File: config.mk
export PLATFORM = sky130hd
export DESIGN_NAME = bus_unit_top
export DESIGN_NICKNAME = d
export VERILOG_FILES = /design/src/hw/bus_pkg.sv /design/src/hw/bus_unit_top.sv /design/src/hw/cp0_timer.sv /design/src/hw/port_arbiter.sv /design/src/hw/wb_master_fsm.sv
export SDC_FILE = /design/constraint.sdc
export NUM_CORES = 1
export LEC_CHECK = 0
export ABC_AREA = 1
export BUFFER_PORTS_ARGS = -buffer_cell sky130_fd_sc_hd__buf_2
export CAP_MARGIN = 20
export CORE_MARGIN = 3
export CORE_UTILIZATION = 38
export DETAILED_ROUTE_END_ITERATION = 7
export HOLD_SLACK_MARGIN = 0.02
export PLACE_DENSITY_LB_ADDON = 0.12
export SKIP_LAST_GASP = 1
export SLEW_MARGIN = 20
export SYNTH_ARGS = -nofsm -noshare
export SYNTH_HDL_FRONTEND = slang
export SYNTH_HIERARCHICAL = 1
export SYNTH_SLANG_ARGS = --single-unit
File: constraint.sdc
create_clock -name clk -period 3.4 [get_ports clk]
set_input_delay 0.34 -clock clk [delete_from_list [all_inputs] [get_ports clk]]
set_output_delay 0.34 -clock clk [all_outputs]
set_load 0.02 [all_outputs]
File: src/hw/bus_pkg.sv
`default_nettype none

package bus_pkg;

	// Widths
	localparam int DATA_W     = 32;
	localparam int SEL_W      = 4;
	localparam int CP0_ADDR_W = 5;
	localparam int SEG_W      = 3;
	localparam int OFFSET_W   = DATA_W - SEG_W;

	// CP0 register numbers
	localparam logic [CP0_ADDR_W-1:0] CP0_REG_COUNT   = 5'd9;
	localparam logic [CP0_ADDR_W-1:0] CP0_REG_COMPARE = 5'd11;

	// Unmapped segments
	localparam logic [SEG_W-1:0] SEG_KSEG0 = 3'b100;
	localparam logic [SEG_W-1:0] SEG_KSEG1 = 3'b101;

	typedef logic [DATA_W-1:0]     word_t;
	typedef logic [SEL_W-1:0]      sel_t;
	typedef logic [CP0_ADDR_W-1:0] cp0_addr_t;

	// Segment view of a virtual address
	typedef struct packed {
		logic [SEG_W-1:0]    seg;
		logic [OFFSET_W-1:0] offset;
	} vaddr_fields_t;

	typedef union packed {
		word_t         raw;
		vaddr_fields_t fields;
	} vaddr_u;

	// Request from a pipeline memory port
	typedef struct packed {
		logic   ce;
		logic   we;
		sel_t   sel;
		vaddr_u addr;
		word_t  wdata;
	} port_req_t;

	// Translated request towards the bus master
	typedef struct packed {
		logic  valid;
		logic  we;
		sel_t  sel;
		word_t addr;
		word_t wdata;
	} bus_req_t;

	typedef struct packed {
		logic      we;
		cp0_addr_t addr;
		word_t     data;
	} cp0_wr_t;

endpackage

`default_nettype wire

File: src/hw/bus_unit_top.sv
`timescale 1ns/1ps
`default_nettype none

module bus_unit_top (
	input  logic               clk,
	input  logic               arst_n_i,

	// Pipeline ports
	input  bus_pkg::port_req_t if_req_i,
	input  bus_pkg::port_req_t mem_req_i,
	output bus_pkg::word_t     if_rdata_o,
	output bus_pkg::word_t     mem_rdata_o,
	output logic               stall_req_if_o,
	output logic               stall_req_mem_o,

	// Wishbone side
	input  bus_pkg::word_t     wishbone_data_i,
	input  logic               wishbone_ack_i,
	output bus_pkg::word_t     wishbone_addr_o,
	output bus_pkg::word_t     wishbone_data_o,
	output logic               wishbone_we_o,
	output bus_pkg::sel_t      wishbone_select_o,

	// CP0 timer
	input  bus_pkg::cp0_wr_t   cp0_wr_i,
	output bus_pkg::word_t     count_o,
	output logic               timer_int_o
);

	bus_pkg::bus_req_t bus_req;
	bus_pkg::word_t    bus_rdata;
	logic              accept;
	logic              done;

	port_arbiter port_arbiter0 (
		.clk             (clk),
		.arst_n_i        (arst_n_i),

		.if_req_i        (if_req_i),
		.mem_req_i       (mem_req_i),

		.accept_i        (accept),
		.done_i          (done),
		.rdata_i         (bus_rdata),

		.bus_req_o       (bus_req),
		.if_rdata_o      (if_rdata_o),
		.mem_rdata_o     (mem_rdata_o),
		.stall_req_if_o  (stall_req_if_o),
		.stall_req_mem_o (stall_req_mem_o)
	);

	wb_master_fsm wb_master_fsm0 (
		.clk         (clk),
		.arst_n_i    (arst_n_i),

		.bus_req_i   (bus_req),

		.wb_data_i   (wishbone_data_i),
		.wb_ack_i    (wishbone_ack_i),
		.wb_addr_o   (wishbone_addr_o),
		.wb_data_o   (wishbone_data_o),
		.wb_we_o     (wishbone_we_o),
		.wb_select_o (wishbone_select_o),

		.accept_o    (accept),
		.done_o      (done),
		.rdata_o     (bus_rdata)
	);

	// Compare is not brought out at this level
	cp0_timer cp0_timer0 (
		.clk         (clk),
		.arst_n_i    (arst_n_i),

		.cp0_wr_i    (cp0_wr_i),

		.count_o     (count_o),
		.compare_o   (),
		.timer_int_o (timer_int_o)
	);

endmodule

`default_nettype wire

File: src/hw/cp0_timer.sv
`timescale 1ns/1ps
`default_nettype none

module cp0_timer (
	input  logic             clk,
	input  logic             arst_n_i,

	input  bus_pkg::cp0_wr_t cp0_wr_i,

	output bus_pkg::word_t   count_o,
	output bus_pkg::word_t   compare_o,
	output logic             timer_int_o
);

	bus_pkg::word_t count_q;
	bus_pkg::word_t compare_q;
	logic           timer_int_q;
	logic           count_wr;
	logic           compare_wr;
	logic           match;

	// Other register numbers fall through
	assign count_wr   = cp0_wr_i.we && (cp0_wr_i.addr == bus_pkg::CP0_REG_COUNT);
	assign compare_wr = cp0_wr_i.we && (cp0_wr_i.addr == bus_pkg::CP0_REG_COMPARE);

	// Compare of zero disables the timer
	assign match = (compare_q != '0) && (count_q == compare_q);

	always_ff @(posedge clk or negedge arst_n_i) begin
		if (!arst_n_i) begin
			count_q <= '0;
		end else if (count_wr) begin
			count_q <= cp0_wr_i.data;
		end else begin
			count_q <= count_q + 1'b1;
		end
	end

	always_ff @(posedge clk or negedge arst_n_i) begin
		if (!arst_n_i) begin
			compare_q <= '0;
		end else if (compare_wr) begin
			compare_q <= cp0_wr_i.data;
		end
	end

	// Sticky until software rewrites Compare
	always_ff @(posedge clk or negedge arst_n_i) begin
		if (!arst_n_i) begin
			timer_int_q <= 1'b0;
		end else if (compare_wr) begin
			timer_int_q <= 1'b0;
		end else if (match) begin
			timer_int_q <= 1'b1;
		end
	end

	assign count_o     = count_q;
	assign compare_o   = compare_q;
	assign timer_int_o = timer_int_q;

endmodule

`default_nettype wire

File: src/hw/port_arbiter.sv
`timescale 1ns/1ps
`default_nettype none

module port_arbiter (
	input  logic               clk,
	input  logic               arst_n_i,

	input  bus_pkg::port_req_t if_req_i,
	input  bus_pkg::port_req_t mem_req_i,

	input  logic               accept_i,
	input  logic               done_i,
	input  bus_pkg::word_t     rdata_i,

	output bus_pkg::bus_req_t  bus_req_o,
	output bus_pkg::word_t     if_rdata_o,
	output bus_pkg::word_t     mem_rdata_o,
	output logic               stall_req_if_o,
	output logic               stall_req_mem_o
);

	bus_pkg::port_req_t pick;
	bus_pkg::word_t     phys_addr;
	logic               pick_mem;
	logic               unmapped;
	logic               busy_q;
	logic               owner_mem_q;
	logic               if_done;
	logic               mem_done;

	// Data port wins
	assign pick_mem = mem_req_i.ce;
	assign pick     = pick_mem ? mem_req_i : if_req_i;

	// kseg0/kseg1 drop the segment bits, everything else passes as is
	assign unmapped = (pick.addr.fields.seg == bus_pkg::SEG_KSEG0) ||
	                  (pick.addr.fields.seg == bus_pkg::SEG_KSEG1);

	always_comb begin
		if (unmapped) begin
			phys_addr = {{bus_pkg::SEG_W{1'b0}}, pick.addr.fields.offset};
		end else begin
			phys_addr = pick.addr.raw;
		end
	end

	always_comb begin
		bus_req_o.valid = (if_req_i.ce || mem_req_i.ce) && !busy_q;
		bus_req_o.we    = pick.we;
		bus_req_o.sel   = pick.sel;
		bus_req_o.addr  = phys_addr;
		bus_req_o.wdata = pick.wdata;
	end

	// Owner of the transfer in flight
	always_ff @(posedge clk or negedge arst_n_i) begin
		if (!arst_n_i) begin
			busy_q      <= 1'b0;
			owner_mem_q <= 1'b0;
		end else if (accept_i) begin
			busy_q      <= 1'b1;
			owner_mem_q <= pick_mem;
		end else if (done_i) begin
			busy_q <= 1'b0;
		end
	end

	assign if_done  = done_i && !owner_mem_q;
	assign mem_done = done_i && owner_mem_q;

	// Read word only shows up in the owner's done cycle
	assign if_rdata_o  = if_done ? rdata_i : '0;
	assign mem_rdata_o = mem_done ? rdata_i : '0;

	assign stall_req_if_o  = if_req_i.ce && !if_done;
	assign stall_req_mem_o = mem_req_i.ce && !mem_done;

endmodule

`default_nettype wire

File: src/hw/wb_master_fsm.sv
`timescale 1ns/1ps
`default_nettype none

module wb_master_fsm (
	input  logic              clk,
	input  logic              arst_n_i,

	input  bus_pkg::bus_req_t bus_req_i,

	input  bus_pkg::word_t    wb_data_i,
	input  logic              wb_ack_i,
	output bus_pkg::word_t    wb_addr_o,
	output bus_pkg::word_t    wb_data_o,
	output logic              wb_we_o,
	output bus_pkg::sel_t     wb_select_o,

	output logic              accept_o,
	output logic              done_o,
	output bus_pkg::word_t    rdata_o
);

	typedef enum logic [1:0] {
		ST_IDLE = 2'd0,
		ST_BUSY = 2'd1,
		ST_DONE = 2'd2
	} state_e;

	state_e         state_q;
	state_e         state_d;
	bus_pkg::sel_t  req_sel;
	bus_pkg::word_t rdata_q;
	logic           ack_seen;

	assign accept_o = (state_q == ST_IDLE) && bus_req_i.valid;
	assign ack_seen = (state_q == ST_BUSY) && wb_ack_i;
	assign done_o   = (state_q == ST_DONE);

	// A zero select is taken as a full word access
	assign req_sel = (bus_req_i.sel == '0) ? '1 : bus_req_i.sel;

	always_comb begin
		state_d = state_q;
		case (state_q)
			ST_IDLE: begin
				if (accept_o) begin
					state_d = ST_BUSY;
				end
			end
			ST_BUSY: begin
				if (wb_ack_i) begin
					state_d = ST_DONE;
				end
			end
			ST_DONE: begin
				state_d = ST_IDLE;
			end
			default: begin
				state_d = ST_IDLE;
			end
		endcase
	end

	always_ff @(posedge clk or negedge arst_n_i) begin
		if (!arst_n_i) begin
			state_q     <= ST_IDLE;
			wb_we_o     <= 1'b0;
			wb_select_o <= '0;
		end else begin
			state_q <= state_d;
			if (accept_o) begin
				wb_we_o     <= bus_req_i.we;
				wb_select_o <= req_sel;
			end else if (ack_seen) begin
				// Bus goes quiet on the edge after ack
				wb_we_o     <= 1'b0;
				wb_select_o <= '0;
			end
		end
	end

	// Address and write data
	always_ff @(posedge clk) begin
		if (accept_o) begin
			wb_addr_o <= bus_req_i.addr;
			wb_data_o <= bus_req_i.wdata;
		end
	end

	// Read data sampled with ack
	always_ff @(posedge clk) begin
		if (ack_seen && !wb_we_o) begin
			rdata_q <= wb_data_i;
		end
	end

	assign rdata_o = rdata_q;

endmodule

`default_nettype wire

==> impl_metrics.env, run 1 <==
export IMPL_die_w_um=155.7
export IMPL_final_common_cell="nand2_1"
export IMPL_power_density_nw_per_um2=641.7
export IMPL_stdcell_count=1684
export IMPL_hold_buffers=0
export IMPL_core_area_um2=21890
export IMPL_first_iter_violations=396
export IMPL_dp_hpwl_um=19930
export IMPL_critPathTopFamily="simple AND/OR/NAND/NOR gates"
export IMPL_timing_fmax_mhz=378.9
export IMPL_startpoint_type="register"
export IMPL_clock_skew_ns=0.01664
export IMPL_root_buffer="clkbuf_16"
export IMPL_hp_class="input port to async pin"
export IMPL_grt_pass1_vias=7398
export IMPL_place_inst=1651
export IMPL_initial_core_util_pct=38.91
export IMPL_cp_buffers_inverters=1
export IMPL_nNetsFinal=1604
export IMPL_final_cell_area_um2=11260
export IMPL_synthCells=1017
export IMPL_leakagePower_nw=5.888
export IMPL_cts_resized_gates=0
export IMPL_cts_setup_buffers=0
export IMPL_maxCapViolations=0
export IMPL_design_power_total_w=0.007228
export IMPL_min_period_over_period_pct=77.62
export IMPL_ant_nets=0
export IMPL_drive_gt1_share_pct=32.64
export IMPL_h_tree_depth=4
export IMPL_ir_drop_mv=0.2511
export IMPL_crit_required_ns=3.06
export IMPL_slew_limit_headroom_pct=28.55
export IMPL_cts_sinks=170
export IMPL_grt_first_pass_wirelength_um=39360
export IMPL_port_buffers=380
export IMPL_syn_to_final_growth_pct=32.25
export IMPL_final_cell_mix="nand2_1, buf_2, nor2_1, inv_1, edfxtp_1"
export IMPL_max_stage_delay_ns=0.67
export IMPL_worstMarginPinSlew_ns=1.069
export IMPL_pin_count=381
export IMPL_place_gp_congestion=0.8401
export IMPL_wl_um=25700
export IMPL_cts_max_path_buffers=2
export IMPL_synthesis_area_um2=8517
export IMPL_rows=54
export IMPL_yosysWarnings=6
export IMPL_synthDistinctLibCells=35
export IMPL_path_cells="nor2_1 -> nand2_1 -> nor2_1 -> buf_2"
export IMPL_placed_area_um2=10660
export IMPL_cp_common_cell="nor2_1"
export IMPL_setup_tns_ns=0
export IMPL_routed_via_density=4.552
export IMPL_die_h_um=155.7
export IMPL_wl_per_cell_um=15.26
export IMPL_syn_avg_cell_area_um2=8.375
export IMPL_critPathMaxFanout=32
export IMPL_crit_type="register to primary output"
export IMPL_clkLatencyLatePin_ns=0.44
export IMPL_vias=7666
export IMPL_endpoint_kind="primary output"
export IMPL_ys_ff_latch=170
export IMPL_status="finished, final reports clean"
export IMPL_rsz0062_at_grt="false"
export IMPL_cts_made_buffers=17
export IMPL_timing_final_crit_period_ns=2.639
export IMPL_setup_viol=0
export IMPL_hold_viol_final=0
export IMPL_ys_seq_area_share_pct=55.59
export IMPL_firstDrtPassIters=4
export IMPL_slowest_stage="nand2_1"
export IMPL_synth_nets=1231
export IMPL_clk_pin_slew_worst_paths_ns=0.07
export IMPL_grt_max_degree=75
export IMPL_antenna_found_initial=3
export IMPL_grt_use_total_pct=20.94
export IMPL_drc=0
export IMPL_crit_arrival_ns=2.30
export IMPL_grt_overflow_total=0
export IMPL_finalMaxSlewViolations=0
export IMPL_dieArea_um2=24250
export IMPL_fin_util_pct=51.45
export IMPL_cts_tree="done"
cells in the mapped netlist:
library cell	n	area share (%)
nand2_1	425	19
nor2_1	117	5.2
inv_1	100	4.4
edfxtp_1	96	34
dfrtp_1	74	22
o21ai_0	36	2.1
buf_2	26	1.5
xnor2_1	23	2.4
nand3_1	21	1.2
xor2_1	14	1.4
nor3_1	13	0.76
a21oi_1	11	0.65
mux2_2	11	1.5
inv_2	5	0.22
clkbuf_1	4	0.18
nand2_2	4	0.29
nand4_1	4	0.29
nor2_2	4	0.29
nor3_2	4	0.47
a31oi_1	3	0.22
nand2_4	3	0.40
and3_1	2	0.15
buf_6	2	0.26
nand3_4	2	0.41
nor2_4	2	0.26
o21ai_1	2	0.12
buf_4	1	0.088
ha_1	1	0.15
inv_4	1	0.074
nand3_2	1	0.12
nand3b_1	1	0.088
nor2_8	1	0.24
nor3b_1	1	0.088
o21bai_1	1	0.088
or2_0	1	0.074
through the flow:
step | hold WS, ns | setup WS (ns)
finish | 0.06806 | 0.7609
global route | 0.05588 | 0.5093
CTS | 0.05307 | 0.7294
detailed placement | 0.4920 | 1.218
global placement | 0.4928 | 1.338
floorplan | 0.04441 | 1.018
path summary, 6_finish.rpt:
check / start / slack, ns / cells after the start / to
setup reg to reg: cp0_timer0/count_o[0]$_DFF_PN0_ / 1.53 / 9 / cp0_timer0/count_o[18]$_DFF_PN0_
hold / removal: arst_n_i / 0.07 / 1 / cp0_timer0/compare_o[3]$_DFFE_PN0P_
max in group asynchronous: arst_n_i / 2.72 / 1 / cp0_timer0/compare_o[31]$_DFFE_PN0P_
min in group clk: wishbone_data_i[26] / 0.07 / 1 / wb_master_fsm0/rdata_o[26]$_DFFE_PP_
setup / recovery: wb_master_fsm0/state_q[0]$_DFFE_PN0P_ / 0.76 / 4 / if_rdata_o[31]
hold reg to reg: wb_master_fsm0/wb_select_o[2]$_DFFE_PN0P_ / 0.51 / 2 / wb_master_fsm0/wb_select_o[2]$_DFFE_PN0P_
state kept, by name (all words and copies together) (netlist names):
name                        flops
wb_master_fsm0/wb_we_o          1
cp0_timer0/count_o             32
wb_master_fsm0/state_q          2
wb_master_fsm0/wb_select_o      4
wb_master_fsm0/wb_addr_o       32
wb_master_fsm0/rdata_o         32
port_arbiter0/busy_q            1
cp0_timer0/timer_int_o          1
port_arbiter0/owner_mem_q       1
wb_master_fsm0/wb_data_o       32
cp0_timer0/compare_o           32
cell families (layout without fill, tap and decap cells):
kind of cell / after synthesis / after routing / share of synthesized area [%]
compound gates: 53 / 53 / 3.188
simple gates: 606 / 606 / 29.06
other cells: 0 / 1 / 0
buf+inv: 139 / 525 / 6.758
mux: 11 / 11 / 1.454
flops: 170 / 170 / 55.59
xor+xnor: 37 / 37 / 3.805
fa+ha+maj: 1 / 1 / 0.1469
where the power goes:
| part | leakage [nW] | internal [W] | switching [W] | total [W] |
|---|---|---|---|---|
| clock network | 0.293 | 0.00105 | 0.000925 | 0.00198 |
| registers | 1.77 | 0.00272 | 0.000364 | 0.00309 |
| logic | 3.82 | 0.000728 | 0.00143 | 0.00216 |
| total | 5.89 | 0.00451 | 0.00272 | 0.00723 |
worst reg2reg max path, stage by stage (launching register included):
cell,delay (ns)
dfrtp_1,0.53
ha_1,0.32
nand3_4,0.13
inv_1,0.13
nand2_1,0.09
inv_1,0.11
nand2_1,0.06
nor2_1,0.13
xor2_1,0.15
o21ai_0,0.08
layer usage:
| layer | vias to the layer above | track usage, % | routed length (um) |
|---|---|---|---|
| met5 | - | 0 | 21 |
| met2 | 243 | 36.08 | 12880 |
| met3 | 44 | 5.354 | 1584 |
| met4 | 4 | 8.003 | 789 |
| li1 | 3912 | - | - |
| met1 | 3463 | 25.27 | 10420 |
area by class of cell:
cell class,instances,area (um^2)
timing repair buffer,387,1957
fill,2166,10630
clock buffer,17,425.4
sequential,170,4735
multi-input combinational,708,3221
antenna,1,2.502
inverter,106,400.4
tap,280,350.3
clock inverter,15,172.7
Power figures use the tool's default switching activity.
==> run 2, diff against run 1 <==
- clock period: 3.4 -> 2.55 ns (I/O delays scaled with it)
==> run 2 against run 1 <==
Net effect:
- cell area is 3.3% higher
- setup slack worse by 0.28 ns
- clock power is 29% higher
- sequential share of layout area is 1.4 points lower
- non-clock buffer count is 37 higher
- power is 33% higher
- hold slack worse by 0.023 ns
- critical path depth is 1 higher
- highest routed layer unchanged
- register-to-register slack worse by 0.79 ns
- core utilization is 1.7 points higher
- die area stayed put
- global-route usage is 0.29 points higher
==> impl_metrics.env, run 2 (synthesis gave the netlist of run 1 again) <==
export IMPL_clkPwrFrac_pct=26.6
export IMPL_min_period_over_period_pct=81.14
export IMPL_endpoint_kind="primary output"
export IMPL_die_h_um=155.7
export IMPL_design_power_total_w=0.009647
export IMPL_drive_gt1_share_pct=31.94
export IMPL_cts_max_path_buffers=2
export IMPL_grt_pass1_vias=7592
export IMPL_power_frac_comb_pct=30.8
export IMPL_reg2reg_slack_ns=0.74
export IMPL_cts_made_buffers=17
export IMPL_pin_count=381
export IMPL_syn_to_final_growth_pct=36.64
export IMPL_grt_max_degree=75
export IMPL_seqPwrFrac_pct=42.6
export IMPL_rows=54
export IMPL_routed_via_density=4.496
export IMPL_initial_core_util_pct=38.91
export IMPL_clock_skew_ns=0.009829
export IMPL_finalMaxSlewViolations=0
export IMPL_root_buffer="clkbuf_16"
export IMPL_startpoint_type="register"
export IMPL_place_gp_congestion=0.8731
export IMPL_final_cell_mix="nand2_1, buf_2, nor2_1, inv_1, edfxtp_1"
export IMPL_hp_class="input port to register"
export IMPL_crit_type="register to primary output"
export IMPL_power_density_nw_per_um2=828.9
export IMPL_p_switching_w=0.003603
export IMPL_timing_fmax_mhz=483.3
export IMPL_dp_hpwl_um=20360
export IMPL_wl_per_cell_um=15.09
export IMPL_setup_tns_ns=0
export IMPL_nNetsFinal=1641
export IMPL_slew_limit_headroom_pct=36.68
export IMPL_core_area_um2=21890
export IMPL_p_sw_share_pct=37.35
export IMPL_vias=7742
export IMPL_antenna_found_initial=4
export IMPL_crit_end="if_rdata_o[29]"
export IMPL_status="finished, final reports clean"
export IMPL_reg2reg_depth=7
export IMPL_firstDrtPassIters=4
export IMPL_timing_final_crit_period_ns=2.069
export IMPL_critPathMaxFanout=32
export IMPL_grt_first_pass_wirelength_um=40200
export IMPL_h_tree_depth=4
export IMPL_clk_pin_slew_worst_paths_ns=0.07
export IMPL_cts_sinks=170
export IMPL_grt_overflow_total=0
export IMPL_cp_startpoint="wb_master_fsm0/state_q[0]$_DFFE_PN0P_"
export IMPL_ant_nets=0
export IMPL_first_iter_violations=338
export IMPL_rsz0062_at_grt="false"
export IMPL_port_buffers=380
export IMPL_cts_tree="done"
export IMPL_rr_endpoint="cp0_timer0/count_o[30]$_DFF_PN0_"
export IMPL_cts_resized_gates=0
export IMPL_stdcell_count=1722
export IMPL_crit_arrival_ns=1.81
export IMPL_p_int_w=0.006044
export IMPL_maxCapViolations=0
export IMPL_setup_viol=0
export IMPL_place_inst=1654
export IMPL_worstReg2RegStart="cp0_timer0/count_o[0]$_DFF_PN0_"
export IMPL_leakagePower_nw=6.035
export IMPL_wl_um=25990
export IMPL_dieArea_um2=24250
export IMPL_clkLatencyLatePin_ns=0.43
export IMPL_ir_drop_mv=0.3652
export IMPL_drc=0
export IMPL_die_w_um=155.7
export IMPL_final_common_cell="nand2_1"
export IMPL_worstMarginPinSlew_ns=0.9499
export IMPL_hold_viol_final=0
export IMPL_grt_use_total_pct=21.22
export IMPL_crit_required_ns=2.30
-- run 2: what timing repair did --
item,4_1_cts,5_1_grt
hold buffers,34,0
buffers inserted,0,0
hold endpoints to repair,62,0
-- run 2: through the flow --
step	setup WS, ns	hold WS [ns]	utilization, %	cell area, um^2
after floorplan	0.1680	-0.04059	-	8517
after global placement	0.7412	0.4322	48.93	10710
after detailed placement	0.7436	0.4331	48.93	10710
after CTS	0.4582	0.02171	53.14	11630
after global routing	0.3158	0.02686	53.15	11630
final	0.4808	0.04463	53.16	11640
-- run 2: layout make-up --
| cell class | instances | area [um^2] |
|---|---|---|
| well taps | 280 | 350.3 |
| multi-input cells | 708 | 3221 |
| clock buffers | 17 | 425.4 |
| diodes | 2 | 5.005 |
| fillers | 2123 | 10250 |
| inverters | 106 | 400.4 |
| clock inverters | 15 | 156.4 |
| repair buffers | 424 | 2345 |
| flip-flops and latches | 170 | 4735 |
-- run 2: critical path, cell delays in order (launching register included) --
cell	delay, ns
dfrtp_1	0.43
nor2_1	0.30
nand2_1	0.10
buf_4	0.24
nor2_1	0.14
buf_2	0.18
-- run 2: power groups by stage --
stage	Sequential (W)	Clock, W	Combinational [W]
2_1_floorplan	0.00457	0	0.00140
3_3_place_gp	0.00415	0	0.00295
3_5_place_dp	0.00417	0	0.00296
4_1_cts	0.00411	0.00263	0.00302
5_1_grt	0.00420	0.00274	0.00327
6_report	0.00411	0.00256	0.00297
-- run 2: how the worst min path moves through the flow --
stage | slack [ns] | endpoint | start | cells past startpoint
3_5_place_dp | 0.43 | wb_master_fsm0/rdata_o[27]$_DFFE_PP_ | wishbone_data_i[27] | 1
6_report | 0.04 | cp0_timer0/count_o[24]$_DFF_PN0_ | cp0_wr_i[24] | 3
5_1_grt | 0.03 | cp0_timer0/count_o[24]$_DFF_PN0_ | cp0_wr_i[24] | 3
2_1_floorplan | -0.04 | cp0_timer0/compare_o[0]$_DFFE_PN0P_ | arst_n_i | 0
4_1_cts | 0.02 | cp0_timer0/count_o[23]$_DFF_PN0_ | cp0_wr_i[23] | 3
3_3_place_gp | 0.43 | wb_master_fsm0/rdata_o[16]$_DFFE_PP_ | wishbone_data_i[16] | 1
-- run 2: routing by layer --
| layer | part of all wire [%] | track usage, % |
|---|---|---|
| met1 | 40 | 25.26 |
| met5 | 0.12 | 0 |
| met4 | 1.9 | 6.211 |
| met2 | 52 | 38.14 |
| met3 | 6.1 | 5.160 |
